File: config.mk
export PLATFORM = sky130hd
export DESIGN_NAME = return_stack
export DESIGN_NICKNAME = d
export VERILOG_FILES = /design/src/hw/bpu_pkg.sv /design/src/hw/return_stack.sv
export SDC_FILE = /design/constraint.sdc
export NUM_CORES = 1
export LEC_CHECK = 0
export BUFFER_PORTS_ARGS = -buffer_cell sky130_fd_sc_hd__buf_2
export CORE_MARGIN = 2
export CORE_UTILIZATION = 64
export DETAILED_ROUTE_END_ITERATION = 8
export PLACE_DENSITY = 0.82
export SETUP_SLACK_MARGIN = 0.5
export SYNTH_ARGS = -nofsm -noshare
export SYNTH_HDL_FRONTEND = slang
export SYNTH_SLANG_ARGS = --single-unit
File: constraint.sdc
create_clock -name clk -period 10.1 [get_ports clk]
set_input_delay 1.515 -clock clk [delete_from_list [all_inputs] [get_ports clk]]
set_output_delay 1.515 -clock clk [all_outputs]
set_load 0.01 [all_outputs]
File: src/hw/bpu_pkg.sv
`default_nettype none

package bpu_pkg;

    localparam int VADDR_W = 32;
    localparam int BLOCK_BYTES = 16;
    localparam int BLOCK_LSB = $clog2(BLOCK_BYTES);
    localparam int SLOT_OFF_W = 2;
    localparam int BTB_TAG_W = 8;
    // halfword units
    localparam int BR_OFF_W = 12;
    localparam logic [VADDR_W-1:0] RESET_PC = 32'h0000_1000;

    typedef enum logic [1:0] {
        CONDITION,
        DIRECT,
        INDIRECT
    } br_type_e;

    typedef enum logic [1:0] {
        NONE,
        PUSH,
        POP
    } ras_type_e;

    // whether high target bits match the block pc or differ by one
    typedef enum logic [1:0] {
        TAR_NONE,
        TAR_OV,
        TAR_UN
    } tar_state_e;

    typedef struct packed {
        logic [5:0] rsvd;
        tar_state_e tar_state;
        logic [BR_OFF_W-1:0] off;
    } cond_target_t;

    // tail slot target as decoded by br_type
    typedef union packed {
        cond_target_t cond;
        logic [19:0] jump;
    } slot_target_u;

    typedef struct packed {
        logic en;
        logic [SLOT_OFF_W-1:0] offset;
        tar_state_e tar_state;
        logic [BR_OFF_W-1:0] target;
    } btb_slot_t;

    typedef struct packed {
        logic en;
        logic [SLOT_OFF_W-1:0] offset;
        br_type_e br_type;
        ras_type_e ras_type;
        slot_target_u target;
    } btb_tail_t;

    typedef struct packed {
        logic en;
        logic [BTB_TAG_W-1:0] tag;
        btb_slot_t slot;
        btb_tail_t tail;
        logic [SLOT_OFF_W-1:0] fth_off;
    } btb_entry_t;

    typedef struct packed {
        logic en;
        logic [VADDR_W-1:0] start_addr;
        logic [VADDR_W-1:0] target;
        logic taken;
        logic [SLOT_OFF_W-1:0] size;
        br_type_e br_type;
        ras_type_e ras_type;
        logic redirect;
    } pred_result_t;

    typedef struct packed {
        logic valid;
        logic [VADDR_W-1:0] start_addr;
        btb_entry_t entry;
        logic cond_taken;
        logic [VADDR_W-1:0] taken_target;
    } update_t;

endpackage

`default_nettype wire
File: src/hw/return_stack.sv
`timescale 1ns/1ps
`default_nettype none

module return_stack #(
    parameter int RAS_DEPTH = 8
) (
    input  logic                         clk,
    input  logic                         arst_n_i,
    input  logic                         push_i,
    input  logic                         pop_i,
    input  logic [bpu_pkg::VADDR_W-1:0]  push_addr_i,
    output logic [bpu_pkg::VADDR_W-1:0]  top_o,
    output logic                         valid_o
);
    import bpu_pkg::*;

    localparam int PTR_W = $clog2(RAS_DEPTH);

    logic [VADDR_W-1:0] stack [RAS_DEPTH];
    // next free slot
    logic [PTR_W-1:0] ptr;
    logic [PTR_W-1:0] top_idx;
    logic [PTR_W:0] cnt;

    assign top_idx = ptr - 1'b1;
    assign top_o = stack[top_idx];
    assign valid_o = (cnt != '0);

    // pointer wraps, so a push when full drops the oldest entry
    always_ff @(posedge clk or negedge arst_n_i) begin
        if (!arst_n_i) begin
            ptr <= '0;
            cnt <= '0;
        end else if (push_i) begin
            ptr <= ptr + 1'b1;
            if (cnt != (PTR_W + 1)'(RAS_DEPTH)) begin
                cnt <= cnt + 1'b1;
            end
        end else if (pop_i && valid_o) begin
            ptr <= top_idx;
            cnt <= cnt - 1'b1;
        end
    end

    always_ff @(posedge clk) begin
        if (push_i) begin
            stack[ptr] <= push_addr_i;
        end
    end

endmodule

`default_nettype wire

==> results of run 1 <==
cell families after synthesis:
kind of cell / after synthesis
flip-flops: 263
multiplexers: 99
AND/OR/NAND/NOR: 25
buffers and inverters: 24
AO/OA/AOI/OAI: 7
adder cells (fa/ha/maj): 5
XOR/XNOR: 4
sequential cells by signal, indices dropped and copies added, names as in the netlist:
register	cells
stack	256
ptr	3
cnt	4
final cells by class:
| type | instances | area, µm² |
|---|---|---|
| diodes | 1 | 2.50 |
| clock buffers | 29 | 641 |
| clock inverters | 15 | 93.8 |
| fillers | 855 | 4110 |
| inverters | 4 | 15.0 |
| multi-input cells | 140 | 2400 |
| flip-flops and latches | 263 | 7870 |
| well taps | 216 | 270 |
| repair buffers | 79 | 423 |
Yosys cell counts (2+ instances only):
cell type	count	share of area [%]
mux4_1	54	14
xnor2_1	2	0.17
nand2b_1	2	0.12
clkbuf_1	4	0.15
mux2_2	34	3.7
dfrtp_1	7	1.7
edfxtp_1	256	74
nor2_1	8	0.29
ha_1	4	0.48
nor3_1	2	0.097
nand2_1	8	0.29
buf_2	6	0.29
xor2_1	2	0.17
mux4_2	11	2.4
buf_1	2	0.073
buf_6	7	0.76
inv_1	4	0.15
power by group through the flow:
stage                     Sequential, mW  Combinational [mW]  Clock (mW)
after floorplan                     1.42               0.956           0
after global placement              1.43                1.34           0
after CTS                           1.42                1.37       0.853
after global routing                1.43                1.44       0.902
after detailed placement            1.44                1.36           0
final                               1.42                1.34       0.842
worst paths after layout:
path                       slack [ps]  cells after the start                     end                from
max                              5460                      6               top_o[15]  ptr[0]$_DFFE_PN0P_
min                               610                      1      cnt[2]$_DFFE_PN0P_  cnt[2]$_DFFE_PN0P_
max reg2reg                      7080                      4  stack[3][29]$_DFFE_PP_  ptr[0]$_DFFE_PN0P_
min reg2reg                       610                      1      cnt[2]$_DFFE_PN0P_  cnt[2]$_DFFE_PN0P_
max in group asynchronous        9090                      1      ptr[0]$_DFFE_PN0P_            arst_n_i
min in group asynchronous         840                      1      ptr[0]$_DFFE_PN0P_            arst_n_i
layer usage:
metal / vias to the layer above / wire (µm) / track usage, %
met3: 37 / 815 / 3.16
met5: - / 0 / 0
met4: 0 / 444 / 7.07
li1: 2034 / - / -
met2: 135 / 9460 / 36.9
met1: 2361 / 7330 / 28.0
through the flow:
step | std cells | worst slack [ps] | utilization, % | power [mW] | hold slack, ps
6_report | 747 | 5460 | 74.0 | 3.61 | 609
5_1_grt | 747 | 5290 | 74.0 | 3.78 | 625
3_3_place_gp | 702 | 6000 | 69.4 | 2.77 | 564
2_1_floorplan | 427 | 5520 | - | 2.38 | 532
3_5_place_dp | 702 | 5980 | 69.4 | 2.80 | 606
4_1_cts | 746 | 5420 | 74.0 | 3.65 | 621
==> results.json, run 1 <==
{
  "status": "finished, final reports clean",
  "cts_setup_buffers": 0,
  "io_buffer_count": 68,
  "core_um2": 15800,
  "synth-simple-area-share_pct": 1.14,
  "drv_cap": 0,
  "vdd_ir_drop_max_uv": 180,
  "swShare_pct": 30.6,
  "cts_buffers": 25,
  "rsz0062_at_grt": "false",
  "fin_crit_ps": 4640,
  "num_rows": 46,
  "hold_class": "reg -> reg",
  "crit_family": "adder cells",
  "power_leakage_nw": 4.00,
  "crit_chain": "inv_1 > ha_2 > buf_4 > mux4_1 > mux2_2 > buf_2",
  "ys_types": 31,
  "cpMaxStageDelayCell": "ha_2",
  "synthMuxAreaShare_pct": 19.8,
  "worstMarginPinSlew_ps": 1130,
  "power_switching_mw": 1.11,
  "final.setup.tns_ps": 0,
  "layout_commonest_cell": "edfxtp_1",
  "cts_root_buf": "clkbuf_16",
  "cell_internal_pwr_mw": 2.51,
  "tritoncts": "yes",
  "drc": 0,
  "power_frac_seq_pct": 39.4,
  "antenna_found_initial": 1,
  "crit_arrival_ps": 3120,
  "synth_seq_cells": 263,
  "cts_sinks": 263,
  "p_per_area_nw_per_um2": 308,
  "syn_area_um2": 10300,
  "synth_adder_area_share_pct": 0.677,
  "cts_max_level": 1,
  "first_global_vias": 4789,
  "drive_above_1_share_pct": 32.3,
  "layout_common_cells": "edfxtp_1 (256), buf_2 (68), mux4_1 (54), mux2_2 (34), clkbuf_16 (25)",
  "vias_per_cell": 6.11,
  "path_buf_inv": 3,
  "overflow": 0,
  "clkTransAtPathRegs_ps": 60,
  "max_freq_mhz": 216,
  "ys_async_sr_fraction_pct": 2.66,
  "place_area_um2": 11000,
  "synth-compound-area-share_pct": 0.544,
  "timing.final.max_slew_violations": 0,
  "synth_edf_count": 256,
  "clockBufferDepth": 3,
  "ios": 69,
  "synth_top_family_by_area": "multiplexers",
  "synth-main-ff-cell": "edfxtp_1",
  "gr-usage-all-layers_pct": 21.2,
  "grt_max_degree": 71,
  "synthesis.nets": 468,
  "drtIter0Drc": 291,
  "die_x_um": 131,
  "grt_pass1_wl_mm": 27.5,
  "skew_ps": 6.39,
  "comb_power_share_pct": 37.3,
  "final_area_um2": 11700,
  "finalNetCount": 554,
  "crit_type": "reg -> out",
  "first_pass_iters": 4,
  "setup-violations-final": 0,
  "cp-start-kind": "flip-flop",
  "fin_crit_sh_pct": 45.9,
  "cp_slowest_stage_delay_ps": 780,
  "clock_latency_ps": 510,
  "gp_congestion": 0.714,
  "p_clk_share_pct": 23.3,
  "cts_resized": 0,
  "ys_seq_area_share_pct": 76.0,
  "yosysWarnings": 0,
  "syn_inst": 427,
  "routed-via-count": 4567,
  "cts_hold_buf": 0,
  "endpoint_kind": "primary output",
  "die-area_um2": 17200,
  "path_max_fanout": 36,
  "die_h_um": 131,
  "ant_nets": 0,
  "post-dp-hpwl_mm": 10.1,
  "worstPathRequired_ps": 8590,
  "synthXorXnorAreaFrac_pct": 0.339,
  "routed_wl_mm": 18.0,
  "syn2layout_area_growth_pct": 13.3,
  "syn_avg_cell_area_um2": 24.2,
  "wire_per_inst_um": 24.2,
  "hold_viol_final": 0,
  "max_slew_margin_pct": 24.4,
  "start_util_pct": 65.4
}
No activity file was read; power rests on OpenSTA's default activity.
==> inputs of run 2 (changes only) <==
--- a/config.mk
+++ b/config.mk
@@ -7,9 +7,9 @@
 export LEC_CHECK = 0
 export BUFFER_PORTS_ARGS = -buffer_cell sky130_fd_sc_hd__buf_2
 export CORE_MARGIN = 2
-export CORE_UTILIZATION = 64
+export CORE_UTILIZATION = 60
 export DETAILED_ROUTE_END_ITERATION = 8
-export PLACE_DENSITY = 0.82
+export PLACE_DENSITY = 0.77
 export SETUP_SLACK_MARGIN = 0.5
 export SYNTH_ARGS = -nofsm -noshare
 export SYNTH_HDL_FRONTEND = slang
==> constraint.sdc (replaced) <==
create_clock -name clk -period 4.6 [get_ports clk]
set_input_delay 0.69 -clock clk [delete_from_list [all_inputs] [get_ports clk]]
set_output_delay 0.69 -clock clk [all_outputs]
set_load 0.01 [all_outputs]
==> results.json, run 2 (synthesis results as in run 1) <==
{
  "status": "finished, final reports clean",
  "largest_reg_flops": 256,
  "setup-violations-final": 0,
  "die_h_um": 135,
  "core_um2": 17100,
  "gr-usage-all-layers_pct": 20.4,
  "first_pass_iters": 5,
  "clock_latency_ps": 510,
  "crit_chain": "buf_4 > mux4_1 > mux2_2 > buf_2",
  "fin_crit_ps": 3670,
  "final.setup.tns_ps": 0,
  "layout_common_cells": "edfxtp_1 (256), buf_2 (68), mux4_1 (54), mux2_2 (34), clkbuf_16 (27)",
  "hold_viol_final": 0,
  "tritoncts": "yes",
  "swShare_pct": 29.9,
  "cpMaxStageDelayCell": "buf_4",
  "largest-register": "stack",
  "p_clk_share_pct": 25.7,
  "timing.final.max_slew_violations": 0,
  "ant_nets": 0,
  "io_buffer_count": 68,
  "r2r_start": "ptr[0]$_DFFE_PN0P_",
  "cts_max_level": 1,
  "regToRegSetupSlack_ps": 1600,
  "routed_wl_mm": 18.3,
  "fin_util_pct": 69.6,
  "power_switching_mw": 2.44,
  "syn2layout_area_growth_pct": 14.8,
  "cp-start-kind": "flip-flop",
  "max_slew_margin_pct": 23.6,
  "path_max_fanout": 70,
  "skew_ps": 6.44,
  "wire_per_inst_um": 24.0,
  "layout_commonest_cell": "edfxtp_1",
  "crit_type": "reg -> out",
  "cp_slowest_stage_delay_ps": 870,
  "cts_resized": 0,
  "comb_power_share_pct": 36.1,
  "crit_family": "buffers and inverters",
  "worstPathRequired_ps": 3910,
  "drtIter0Drc": 360,
  "start_util_pct": 60.7,
  "grt_max_degree": 71,
  "gp_congestion": 0.699,
  "die_x_um": 135,
  "max_freq_mhz": 272,
  "vdd_ir_drop_max_uv": 424,
  "endpoint_kind": "primary output",
  "rsz0062_at_grt": "false",
  "clockBufferDepth": 3,
  "cts_hold_buf": 1,
  "final_area_um2": 11900,
  "cts_root_buf": "clkbuf_16",
  "hold_class": "in -> reg",
  "largestRegisters": "stack (256), cnt (4), ptr (3)",
  "antenna_found_initial": 1,
  "ios": 69,
  "crit_arrival_ps": 2980,
  "drv_cap": 0,
  "place_area_um2": 11000,
  "cts_sinks": 263,
  "startpoint": "ptr[0]$_DFFE_PN0P_",
  "routed-via-count": 4622,
  "power_frac_seq_pct": 38.2,
  "r2r-end": "stack[5][20]$_DFFE_PP_",
  "crit_cells": 4,
  "instances_no_fill": 763,
  "p_per_area_nw_per_um2": 688,
  "first_global_vias": 4621,
  "worstMarginPinSlew_ps": 1150,
  "finalNetCount": 558,
  "reg2reg_depth": 4,
  "path_buf_inv": 2,
  "crit_path_end": "top_o[0]",
  "overflow": 0,
  "drc": 0,
  "power_leakage_nw": 4.07,
  "dpl.cell_count": 712,
  "post-dp-hpwl_mm": 9.91,
  "cts_buffers": 27,
  "num_rows": 48,
  "hp-start": "push_addr_i[12]",
  "drive_above_1_share_pct": 32.8,
  "vias_per_cell": 6.06,
  "grt_pass1_wl_mm": 27.2,
  "die-area_um2": 18300,
  "cell_internal_pwr_mw": 5.73,
  "clkTransAtPathRegs_ps": 60,
  "fin_crit_sh_pct": 79.9,
  "cts_setup_buffers": 0
}
==> run 2: changes by cell type in the layout (fill, tap and decap cells not counted), moves of 2 or more <==
cell	change
bufinv_16	+2
clkbuf_16	+2
clkbuf_1	+5
clkinv_2	-2
clkinv_1	-4
==> run 2: worst min path at each step <==
stage | end | slack, ps | cells after the start
after detailed placement | cnt[3]$_DFFE_PN0P_ | 550 | 1
final | stack[7][12]$_DFFE_PP_ | 440 | 1
after floorplan | cnt[0]$_DFFE_PN0P_ | 390 | 0
after CTS | stack[0][12]$_DFFE_PP_ | 420 | 1
after global routing | stack[6][9]$_DFFE_PP_ | 430 | 1
after global placement | cnt[3]$_DFFE_PN0P_ | 540 | 1
==> run 2: area by class of cell <==
| class | instances | area (µm²) |
|---|---|---|
| Clock buffer | 37 | 723 |
| Antenna cell | 1 | 2.50 |
| Multi-Input combinational cell | 140 | 2400 |
| Inverter | 4 | 15.0 |
| Timing Repair Buffer | 81 | 440 |
| Clock inverter | 12 | 138 |
| Fill cell | 1037 | 5180 |
| Sequential cell | 263 | 7870 |
| Tap cell | 225 | 282 |
==> run 2: power groups by stage <==
stage / registers [mW] / logic (mW) / clock network (mW)
floorplan: 3.13 / 2.10 / 0
global placement: 3.14 / 2.96 / 0
detailed placement: 3.16 / 2.99 / 0
CTS: 3.12 / 3.02 / 2.14
global route: 3.14 / 3.17 / 2.24
finish: 3.12 / 2.95 / 2.10
==> run 2: per-stage QoR <==
stage | hold WS, ps | total power, mW | setup WS (ps)
3_3_place_gp | 536 | 6.10 | 1470
3_5_place_dp | 545 | 6.16 | 1430
2_1_floorplan | 394 | 5.23 | 848
6_report | 436 | 8.17 | 926
5_1_grt | 429 | 8.55 | 761
4_1_cts | 422 | 8.28 | 878
==> run 2: layer usage <==
layer	GRT usage [%]	up-vias	wire [µm]
li1	-	2041	-
met3	3.07	28	837
met1	28.3	2409	7590
met4	6.83	0	393
met5	0	-	0
met2	34.2	144	9490
